File: src/hw/radar_pkg.sv
/*
 * radar correlation block shared definitions
 * widths, register maps, block select and bus/sample structs
 */

package radar_pkg;

  ///////////////////////////////////////////////////////////////////////
  // widths
  ///////////////////////////////////////////////////////////////////////
  localparam int DATA_W       = 32;
  // byte address, [7:5] block, [4:2] register
  localparam int ADDR_W       = 8;
  localparam int TIME_W       = 64;
  localparam int ACC_W        = 48;
  localparam int LEN_W        = 16;
  localparam int SAMPLE_W     = 16;
  // block 0 is the timekeeper, 1..7 are channels
  localparam int MAX_CHANNELS = 7;

  ///////////////////////////////////////////////////////////////////////
  // address maps
  ///////////////////////////////////////////////////////////////////////
  typedef enum logic [2:0] {
    BLK_TIME = 3'd0,
    // first channel, later channels follow in order
    BLK_CHAN = 3'd1
  } blk_e;

  typedef enum logic [2:0] {
    REG_LEN      = 3'd0,
    REG_CTRL     = 3'd1,
    REG_RES_LO   = 3'd2,
    REG_RES_HI   = 3'd3,
    REG_STAMP_LO = 3'd4,
    REG_STAMP_HI = 3'd5
  } core_reg_e;

  typedef enum logic [2:0] {
    TREG_TIME_LO = 3'd0,
    TREG_TIME_HI = 3'd1,
    TREG_PPS_LO  = 3'd2,
    TREG_PPS_HI  = 3'd3
  } time_reg_e;

  typedef enum logic [1:0] {
    ST_IDLE,
    ST_BUSY,
    ST_DONE
  } core_state_e;

  ///////////////////////////////////////////////////////////////////////
  // structs
  ///////////////////////////////////////////////////////////////////////
  // wishbone classic request, single beat
  typedef struct packed {
    logic              cyc;
    logic              stb;
    logic              we;
    logic [ADDR_W-1:0] adr;
    logic [DATA_W-1:0] dat;
  } wb_req_t;

  typedef struct packed {
    logic [DATA_W-1:0] dat;
    logic              ack;
  } wb_rsp_t;

  // one decoded access toward a single unit
  typedef struct packed {
    logic              stb;
    logic              we;
    logic [2:0]        reg_sel;
    logic [DATA_W-1:0] dat;
  } unit_cmd_t;

  typedef struct packed {
    logic signed [SAMPLE_W-1:0] i;
    logic signed [SAMPLE_W-1:0] q;
  } sample_t;

endpackage
File: src/hw/radar_block.sv
/*
 * radar block top level
 * wishbone decoder, shared timekeeper, per-channel cores, readback mux
 */

`timescale 1ns/100ps

module radar_block #(
  parameter int NUM_CHANNELS = 2
) (
  input  logic                 ce_clk,
  input  logic                 i_rst_n,
  input  radar_pkg::wb_req_t   i_wb,
  output radar_pkg::wb_rsp_t   o_wb,
  input  logic                 i_pps,
  input  logic [NUM_CHANNELS-1:0] i_rx_stb,
  input  radar_pkg::sample_t   i_rx  [NUM_CHANNELS],
  input  radar_pkg::sample_t   i_ref [NUM_CHANNELS]
);

  import radar_pkg::*;

  // decoded commands, one per unit
  unit_cmd_t         time_cmd;
  unit_cmd_t         core_cmd [NUM_CHANNELS];
  logic              miss;
  // read words back toward the mux
  logic [DATA_W-1:0] time_word;
  logic [DATA_W-1:0] core_word [NUM_CHANNELS];
  // shared time base
  logic [TIME_W-1:0] cur_time;

  radar_set_decode #(.NUM_CHANNELS(NUM_CHANNELS)) u_decode (
    .ce_clk     (ce_clk),
    .i_rst_n    (i_rst_n),
    .i_wb       (i_wb),
    .o_time_cmd (time_cmd),
    .o_core_cmd (core_cmd),
    .o_miss     (miss)
  );

  radar_timekeeper u_timekeeper (
    .ce_clk    (ce_clk),
    .i_rst_n   (i_rst_n),
    .i_pps     (i_pps),
    .i_cmd     (time_cmd),
    .o_rd_word (time_word),
    .o_time    (cur_time)
  );

  ///////////////////////////////////////////////////////////////////////
  // one correlation core per channel
  ///////////////////////////////////////////////////////////////////////
  for (genvar c = 0; c < NUM_CHANNELS; c++) begin : g_core
    radar_core u_core (
      .ce_clk    (ce_clk),
      .i_rst_n   (i_rst_n),
      .i_cmd     (core_cmd[c]),
      .i_rx_stb  (i_rx_stb[c]),
      .i_rx      (i_rx[c]),
      .i_ref     (i_ref[c]),
      .i_time    (cur_time),
      .o_rd_word (core_word[c])
    );
  end

  radar_readback_mux #(.NUM_CHANNELS(NUM_CHANNELS)) u_rb_mux (
    .ce_clk      (ce_clk),
    .i_rst_n     (i_rst_n),
    .i_time_cmd  (time_cmd),
    .i_core_cmd  (core_cmd),
    .i_miss      (miss),
    .i_time_word (time_word),
    .i_core_word (core_word),
    .o_wb        (o_wb)
  );

endmodule

File: src/hw/radar_readback_mux.sv
/*
 * readback mux
 * ORs unit read words, registers data and the wishbone ack
 */

`timescale 1ns/100ps

module radar_readback_mux #(
  parameter int NUM_CHANNELS = 2
) (
  input  logic                         ce_clk,
  input  logic                         i_rst_n,
  input  radar_pkg::unit_cmd_t         i_time_cmd,
  input  radar_pkg::unit_cmd_t         i_core_cmd [NUM_CHANNELS],
  input  logic                         i_miss,
  input  logic [radar_pkg::DATA_W-1:0] i_time_word,
  input  logic [radar_pkg::DATA_W-1:0] i_core_word [NUM_CHANNELS],
  output radar_pkg::wb_rsp_t           o_wb
);

  import radar_pkg::*;

  logic [DATA_W-1:0] word_or;
  logic              any_stb;
  logic              wr_hit;
  logic              ack_q;
  logic [DATA_W-1:0] dat_q;

  // unaddressed units return 0, so a plain OR selects
  always_comb begin
    word_or = i_time_word;
    any_stb = i_time_cmd.stb || i_miss;
    wr_hit  = i_time_cmd.stb && i_time_cmd.we;
    for (int c = 0; c < NUM_CHANNELS; c++) begin
      word_or = word_or | i_core_word[c];
      any_stb = any_stb || i_core_cmd[c].stb;
      wr_hit  = wr_hit || (i_core_cmd[c].stb && i_core_cmd[c].we);
    end
  end

  always_ff @(posedge ce_clk) begin
    if (!i_rst_n) begin
      ack_q <= 1'b0;
    end else begin
      ack_q <= any_stb;
    end
  end

  // write acks carry no data
  always_ff @(posedge ce_clk) begin
    dat_q <= wr_hit ? '0 : word_or;
  end

  assign o_wb = '{dat: dat_q, ack: ack_q};

  // decoder must wait for stb low between accesses
  a_ack_single: assert property (@(posedge ce_clk) disable iff (!i_rst_n)
    ack_q |=> !ack_q);

endmodule

File: src/hw/radar_core.sv
/*
 * per-channel radar correlation core
 * armed by CTRL write, sums rx*ref over LEN strobes, latches result and time
 */

`timescale 1ns/100ps

module radar_core (
  input  logic                         ce_clk,
  input  logic                         i_rst_n,
  input  radar_pkg::unit_cmd_t         i_cmd,
  input  logic                         i_rx_stb,
  input  radar_pkg::sample_t           i_rx,
  input  radar_pkg::sample_t           i_ref,
  input  logic [radar_pkg::TIME_W-1:0] i_time,
  output logic [radar_pkg::DATA_W-1:0] o_rd_word
);

  import radar_pkg::*;

  localparam int DEF_LEN = 16;

  core_state_e              state;
  core_reg_e                creg;
  logic [LEN_W-1:0]         len_q;
  logic [LEN_W-1:0]         cnt_q;
  logic signed [ACC_W-1:0]  acc_q;
  logic [TIME_W-1:0]        stamp_q;
  // one complex-conjugate-free real term per strobe
  logic signed [2*SAMPLE_W:0] mac_term;
  logic                     wr;
  logic                     arm;
  logic                     len_wr;
  logic                     take;
  logic                     finish;

  assign creg   = core_reg_e'(i_cmd.reg_sel);
  assign wr     = i_cmd.stb && i_cmd.we;
  assign arm    = wr && creg == REG_CTRL && i_cmd.dat[0];
  // length locked while a run is in flight
  assign len_wr = wr && creg == REG_LEN && state != ST_BUSY;
  assign take   = !arm && state == ST_BUSY && i_rx_stb && cnt_q != len_q;
  assign finish = !arm && state == ST_BUSY && cnt_q == len_q;

  // signed operands widen to 33 bits before the multiply
  assign mac_term = i_rx.i * i_ref.i + i_rx.q * i_ref.q;

  ///////////////////////////////////////////////////////////////////////
  // control
  ///////////////////////////////////////////////////////////////////////
  always_ff @(posedge ce_clk) begin
    if (!i_rst_n) begin
      state <= ST_IDLE;
      len_q <= LEN_W'(DEF_LEN);
      cnt_q <= '0;
    end else begin
      if (len_wr) begin
        len_q <= i_cmd.dat[LEN_W-1:0];
      end
      if (arm) begin
        state <= ST_BUSY;
        cnt_q <= '0;
      end else if (finish) begin
        state <= ST_DONE;
      end else if (take) begin
        cnt_q <= cnt_q + 1'b1;
      end
    end
  end

  ///////////////////////////////////////////////////////////////////////
  // accumulator and completion stamp
  ///////////////////////////////////////////////////////////////////////
  always_ff @(posedge ce_clk) begin
    if (arm) begin
      acc_q <= '0;
    end else if (take) begin
      acc_q <= acc_q + ACC_W'(mac_term);
    end
    if (finish) begin
      stamp_q <= i_time;
    end
  end

  // register readback, zero unless addressed
  always_comb begin
    o_rd_word = '0;
    if (i_cmd.stb) begin
      case (creg)
        REG_LEN:      o_rd_word = DATA_W'(len_q);
        // bit 1 done, bit 0 busy
        REG_CTRL:     o_rd_word = {30'd0, state == ST_DONE, state == ST_BUSY};
        REG_RES_LO:   o_rd_word = acc_q[DATA_W-1:0];
        REG_RES_HI:   o_rd_word = {{(2*DATA_W-ACC_W){acc_q[ACC_W-1]}},
                                   acc_q[ACC_W-1:DATA_W]};
        REG_STAMP_LO: o_rd_word = stamp_q[DATA_W-1:0];
        REG_STAMP_HI: o_rd_word = stamp_q[TIME_W-1:DATA_W];
        default:      o_rd_word = '0;
      endcase
    end
  end

  // LEN writes are held off while busy, so the count stays bounded
  a_cnt_le_len: assert property (@(posedge ce_clk) disable iff (!i_rst_n)
    state == ST_BUSY |-> cnt_q <= len_q);

endmodule

File: src/hw/radar_timekeeper.sv
/*
 * shared timekeeper
 * free-running 64-bit time, host load, snapshot read, pps latch
 */

`timescale 1ns/100ps

module radar_timekeeper (
  input  logic                        ce_clk,
  input  logic                        i_rst_n,
  input  logic                        i_pps,
  input  radar_pkg::unit_cmd_t        i_cmd,
  output logic [radar_pkg::DATA_W-1:0] o_rd_word,
  output logic [radar_pkg::TIME_W-1:0] o_time
);

  import radar_pkg::*;

  logic [TIME_W-1:0] time_q;
  logic [TIME_W-1:0] pps_time_q;
  logic [DATA_W-1:0] lo_stage;
  logic [DATA_W-1:0] hi_snap;
  // pps synchronizer and edge detect
  logic              pps_meta;
  logic              pps_sync;
  logic              pps_prev;
  logic              pps_rise;
  time_reg_e         treg;
  logic              wr;
  logic              rd;

  assign treg     = time_reg_e'(i_cmd.reg_sel);
  assign wr       = i_cmd.stb && i_cmd.we;
  assign rd       = i_cmd.stb && !i_cmd.we;
  assign pps_rise = pps_sync && !pps_prev;

  always_ff @(posedge ce_clk) begin
    if (!i_rst_n) begin
      time_q     <= '0;
      pps_time_q <= '0;
      pps_meta   <= 1'b0;
      pps_sync   <= 1'b0;
      pps_prev   <= 1'b0;
    end else begin
      pps_meta <= i_pps;
      pps_sync <= pps_meta;
      pps_prev <= pps_sync;
      // hi write commits both halves
      if (wr && treg == TREG_TIME_HI) begin
        time_q <= {i_cmd.dat, lo_stage};
      end else begin
        time_q <= time_q + 1'b1;
      end
      if (pps_rise) begin
        pps_time_q <= time_q;
      end
    end
  end

  always_ff @(posedge ce_clk) begin
    if (wr && treg == TREG_TIME_LO) begin
      lo_stage <= i_cmd.dat;
    end
    // hi half frozen with the lo read
    if (rd && treg == TREG_TIME_LO) begin
      hi_snap <= time_q[TIME_W-1:DATA_W];
    end
  end

  always_comb begin
    o_rd_word = '0;
    if (i_cmd.stb) begin
      case (treg)
        TREG_TIME_LO: o_rd_word = time_q[DATA_W-1:0];
        TREG_TIME_HI: o_rd_word = hi_snap;
        TREG_PPS_LO:  o_rd_word = pps_time_q[DATA_W-1:0];
        TREG_PPS_HI:  o_rd_word = pps_time_q[TIME_W-1:DATA_W];
        default:      o_rd_word = '0;
      endcase
    end
  end

  assign o_time = time_q;

endmodule

File: src/hw/radar_set_decode.sv
/*
 * wishbone request decoder
 * splits block/register fields, issues one registered unit command per access
 */

`timescale 1ns/100ps

module radar_set_decode #(
  parameter int NUM_CHANNELS = 2
) (
  input  logic                  ce_clk,
  input  logic                  i_rst_n,
  input  radar_pkg::wb_req_t    i_wb,
  output radar_pkg::unit_cmd_t  o_time_cmd,
  output radar_pkg::unit_cmd_t  o_core_cmd [NUM_CHANNELS],
  output logic                  o_miss
);

  import radar_pkg::*;

  // address field positions
  localparam int BLK_LSB = 5;
  localparam int REG_LSB = 2;

  logic                    req;
  logic                    pending;
  logic                    new_acc;
  blk_e                    blk;
  logic [2:0]              chan_idx;
  logic                    chan_hit;
  logic [NUM_CHANNELS-1:0] core_sel;
  // strobes
  logic                    time_stb_q;
  logic [NUM_CHANNELS-1:0] core_stb_q;
  logic                    miss_q;
  // payload shared by all units
  logic                    we_q;
  logic [2:0]              reg_q;
  logic [DATA_W-1:0]       dat_q;

  if (NUM_CHANNELS < 1 || NUM_CHANNELS > MAX_CHANNELS) begin : g_bad_cfg
    $error("NUM_CHANNELS out of range");
  end

  assign req     = i_wb.cyc && i_wb.stb;
  // one command per access, pending holds off until stb drops
  assign new_acc = req && !pending;

  assign blk      = blk_e'(i_wb.adr[ADDR_W-1:BLK_LSB]);
  assign chan_idx = i_wb.adr[ADDR_W-1:BLK_LSB] - BLK_CHAN;
  assign chan_hit = (blk != BLK_TIME) && (int'(chan_idx) < NUM_CHANNELS);

  always_comb begin
    core_sel = '0;
    for (int c = 0; c < NUM_CHANNELS; c++) begin
      core_sel[c] = new_acc && chan_hit && (chan_idx == 3'(c));
    end
  end

  always_ff @(posedge ce_clk) begin
    if (!i_rst_n) begin
      pending    <= 1'b0;
      time_stb_q <= 1'b0;
      core_stb_q <= '0;
      miss_q     <= 1'b0;
    end else begin
      pending    <= req;
      time_stb_q <= new_acc && (blk == BLK_TIME);
      core_stb_q <= core_sel;
      // unmapped channel block
      miss_q     <= new_acc && (blk != BLK_TIME) && !chan_hit;
    end
  end

  always_ff @(posedge ce_clk) begin
    if (new_acc) begin
      we_q  <= i_wb.we;
      reg_q <= i_wb.adr[BLK_LSB-1:REG_LSB];
      dat_q <= i_wb.dat;
    end
  end

  always_comb begin
    o_time_cmd = '{stb: time_stb_q, we: we_q, reg_sel: reg_q, dat: dat_q};
    for (int c = 0; c < NUM_CHANNELS; c++) begin
      o_core_cmd[c] = '{stb: core_stb_q[c], we: we_q, reg_sel: reg_q, dat: dat_q};
    end
  end

  assign o_miss = miss_q;

  // never more than one target per cycle
  a_one_target: assert property (@(posedge ce_clk) disable iff (!i_rst_n)
    $onehot0({time_stb_q, core_stb_q, miss_q}));

endmodule

File: config.mk
export PLATFORM = sky130hd
export DESIGN_NAME = radar_block
export DESIGN_NICKNAME = d
export VERILOG_FILES = /design/src/hw/radar_pkg.sv /design/src/hw/radar_block.sv /design/src/hw/radar_readback_mux.sv /design/src/hw/radar_core.sv /design/src/hw/radar_timekeeper.sv /design/src/hw/radar_set_decode.sv
export SDC_FILE = /design/constraint.sdc
export NUM_CORES = 2
export LEC_CHECK = 0
export BUFFER_PORTS_ARGS = -buffer_cell sky130_fd_sc_hd__buf_2
export CAP_MARGIN = 20
export CORE_UTILIZATION = 66
export CTS_BUF_LIST = sky130_fd_sc_hd__clkbuf_2
export CTS_CLUSTER_SIZE = 28
export DETAILED_ROUTE_END_ITERATION = 8
export PLACE_DENSITY = 0.81
export SETUP_SLACK_MARGIN = 0.15
export SYNTH_ARGS = -nofsm -noshare
export SYNTH_HDL_FRONTEND = slang
export SYNTH_SLANG_ARGS = --single-unit
File: constraint.sdc
create_clock -name ce_clk -period 12.8 [get_ports ce_clk]
set_input_delay 1.28 -clock ce_clk [delete_from_list [all_inputs] [get_ports ce_clk]]
set_output_delay 1.28 -clock ce_clk [all_outputs]
set_load 0.02 [all_outputs]
==> results.cfg <==
[layout]
syn2layout_area_growth_pct = 4.98
drive_gt1_share_pct = 6.66
final_cells = 9030
num-fill-cells = 7914
nNetsFinal = 9544
regArea_um2 = 13500
multiInputGateArea_um2 = 51400
layout_commonest_cell = inv_1
mostFrequentLayoutCells = 1750 x inv_1, 1532 x fa_1, 861 x nand2_1

[clock_network]
cts_num_sinks = 561
cts_root_buffer = clkbuf_2
cts_tree = yes
cts_max_path_buffers = 3
cts_hold_buf = 0
path_clk_slew_ns = 0.10
clk_latency_ns = 1.34
numCtsBuffers = 137
htree_levels = 4
cts.repair.resized = 0
cts_setup_buffers = 0

[timing]
tns_ns = 0
maxSlewViolCount = 0
fin_crit_ns = 8.57
relSlewSlack_pct = 14.8
max_freq_ghz = 0.117
fin_worst_skew_ns = 0.104
final_hold_viol_count = 0
setup_viol = 0
worstMarginPinSlew_ns = 1.28
rsz0062_at_grt = false
post-route-period-util_pct = 67.0

[logic_synthesis]
ys_types = 71
synth_edf_count = 228
ys_warn_count = 0
synth_area_um2 = 72500
syn_area_per_cell_um2 = 9.79
yosysSeqAreaShare_pct = 18.6
synth_async_sr_flop_share_pct = 0
syn_inst = 7406
ys_seq_elements = 561
synth_flop_cell = dfxtp_1
synthesis.nets = 9459

[worst_setup_path]
critical_path_buf_inv_count = 8
rr_startpoint = g_core[1].u_core.acc_q[12]
critical_path_class = primary input to flip-flop
startpoint_type = primary input
arrival_ns = 9.73
required_ns = 13.96
slowest_delay_ns = 0.67
path_common_cell = fa_1
cp_max_fo = 16
end_kind = flip-flop
setup.worst_path.start = i_rx[31]
critical-path-top-delay-family = adder cells
slowest_stage = inv_1

[floorplan]
start_util_pct = 66.6
coreArea_um2 = 109000
die_h_um = 333
io_pins = 209
die_area_um2 = 111000
rows = 121
fp.dieW_um = 333

[global_routing]
grt_pass1_vias = 55300
grt_pass1_wl_um = 298000
gr-usage-all-layers_pct = 34.5
antenna_found_initial = 13
grt-ovfl-total = 0
grt_max_degree = 128

[hold_path]
worstHoldStart = i_wb[29]
hold_path.class = primary input to flip-flop

[route]
drtIter0Drc = 5668
routed_wl_um = 183000
vias = 52500
wire_per_inst_um = 20.3
dr.pass1.iters = 9
via_per_inst = 5.81
ant_nets = 0
drc = 0

[place]
gp_congestion = 0.959
dp.cells = 8762
portBuffers = 206
detailed_place_hpwl_um = 150000

[job]
maxCapViolCount = 0

[run_status]
status = completed
-- cell families (layout without fill, tap and decap cells) --
family	Yosys count	in the layout	synth area share, %
xor gates and xnor gates	226	226	2.73
other	0	9	0
adders and majority gates	1877	1877	48.3
AOI/OAI and AO/OA	784	784	7.20
buffers and inverters	2050	2251	10.6
DFF	561	561	18.6
and+or+nand+nor	1902	1902	12.5
muxes	6	6	0.0863
-- routing by layer --
metal / track usage, % / share of wire [%] / wire, µm / vias up
li1: - / - / - / 22800
met1: 47.7 / 39 / 70700 / 26400
met2: 53.9 / 46 / 84700 / 2812
met3: 6.90 / 11 / 19800 / 483
met4: 14.1 / 4.5 / 8200 / 8
met5: 0 / 0.031 / 56 / -
-- through the flow --
| step | util, % | setup slack [ns] | area [µm²] | hold slack [ns] |
|---|---|---|---|---|
| floorplan | - | 3.30 | 72500 | 0.412 |
| global placement | 68.5 | 3.09 | 74600 | 0.417 |
| detailed placement | 68.5 | 2.91 | 74600 | 0.424 |
| CTS | 69.8 | 4.29 | 76000 | 0.0391 |
| global route | 69.9 | 3.70 | 76100 | 0.0389 |
| finish | 69.9 | 4.23 | 76100 | 0.110 |
-- registers in the layout (all words and copies together), names as in the netlist, 2 cells and up --
name	cells
u_timekeeper.lo_stage	32
g_core.u_core.state	4
u_rb_mux.dat_q	32
g_core.u_core.len_q	32
g_core.u_core.stamp_q	128
u_decode.reg_q	3
u_timekeeper.o_time	64
u_timekeeper.hi_snap	32
g_core.u_core.cnt_q	32
u_decode.dat_q	32
u_decode.core_stb_q	2
u_timekeeper.pps_time_q	64
g_core.u_core.acc_q	96
-- path summary, 6_finish.rpt --
path / end / slack (ns) / cells after the start
max: g_core[1].u_core.acc_q[44] / 4.23 / 28
max reg2reg: g_core[1].u_core.acc_q[44] / 4.61 / 25
min reg2reg: u_timekeeper.lo_stage[18] / 0.42 / 0
min: u_decode.dat_q[29] / 0.11 / 1
-- synthesized netlist by cell type, types with 13 or more instances --
cell type / number / share of area [%]
a21oi_1: 212 / 1.5
a221o_1: 13 / 0.18
o21ai_0: 128 / 0.88
a21o_1: 76 / 0.79
nor2_1: 202 / 1.0
nand2b_1: 23 / 0.20
a222oi_1: 32 / 0.44
a221oi_1: 29 / 0.35
and3_1: 33 / 0.28
nor2b_1: 40 / 0.35
nor3_1: 16 / 0.11
ha_1: 345 / 6.0
clkbuf_1: 288 / 1.5
nand3_1: 182 / 1.3
edfxtp_1: 228 / 9.4
a211oi_1: 57 / 0.59
o21bai_1: 16 / 0.17
nand2_1: 863 / 4.5
and2_1: 461 / 4.0
fa_1: 1532 / 42
dfxtp_1: 333 / 9.2
xor2_1: 134 / 1.6
nand4_1: 32 / 0.28
a22oi_1: 116 / 1.2
xnor2_1: 92 / 1.1
o21ai_1: 24 / 0.17
inv_1: 1750 / 9.1
-- layout make-up --
| type | instances | area share, % |
|---|---|---|
| multi-input cells | 4795 | 67.6 |
| flip-flops and latches | 561 | 17.8 |
| inverters | 1751 | 8.64 |
| well taps | 1414 | 2.32 |
| repair buffers | 245 | 1.83 |
| clock buffers | 206 | 1.35 |
| clock inverters | 49 | 0.515 |
| diodes | 9 | 0.0296 |
-- worst register-to-register path: stages (launching register included) --
cell and delay [ns]:
dfxtp_1 0.54, inv_1 0.14, fa_1 0.54, fa_1 0.56
inv_1 0.05, fa_1 0.48, inv_1 0.07, fa_1 0.53
inv_1 0.05, fa_1 0.49, fa_1 0.52, fa_1 0.49
inv_1 0.06, fa_1 0.48, inv_1 0.07, ha_1 0.37
o211ai_1 0.11, o21ai_0 0.18, nand2_1 0.12, o31ai_1 0.81
a211oi_1 0.30, o31ai_1 0.51, and3_1 0.29, o41ai_1 0.11
xnor2_1 0.14, o21ai_1 0.07
Power is not shown: default switching activity piles up to over one toggle a cycle in this logic, so the estimate is an artifact.
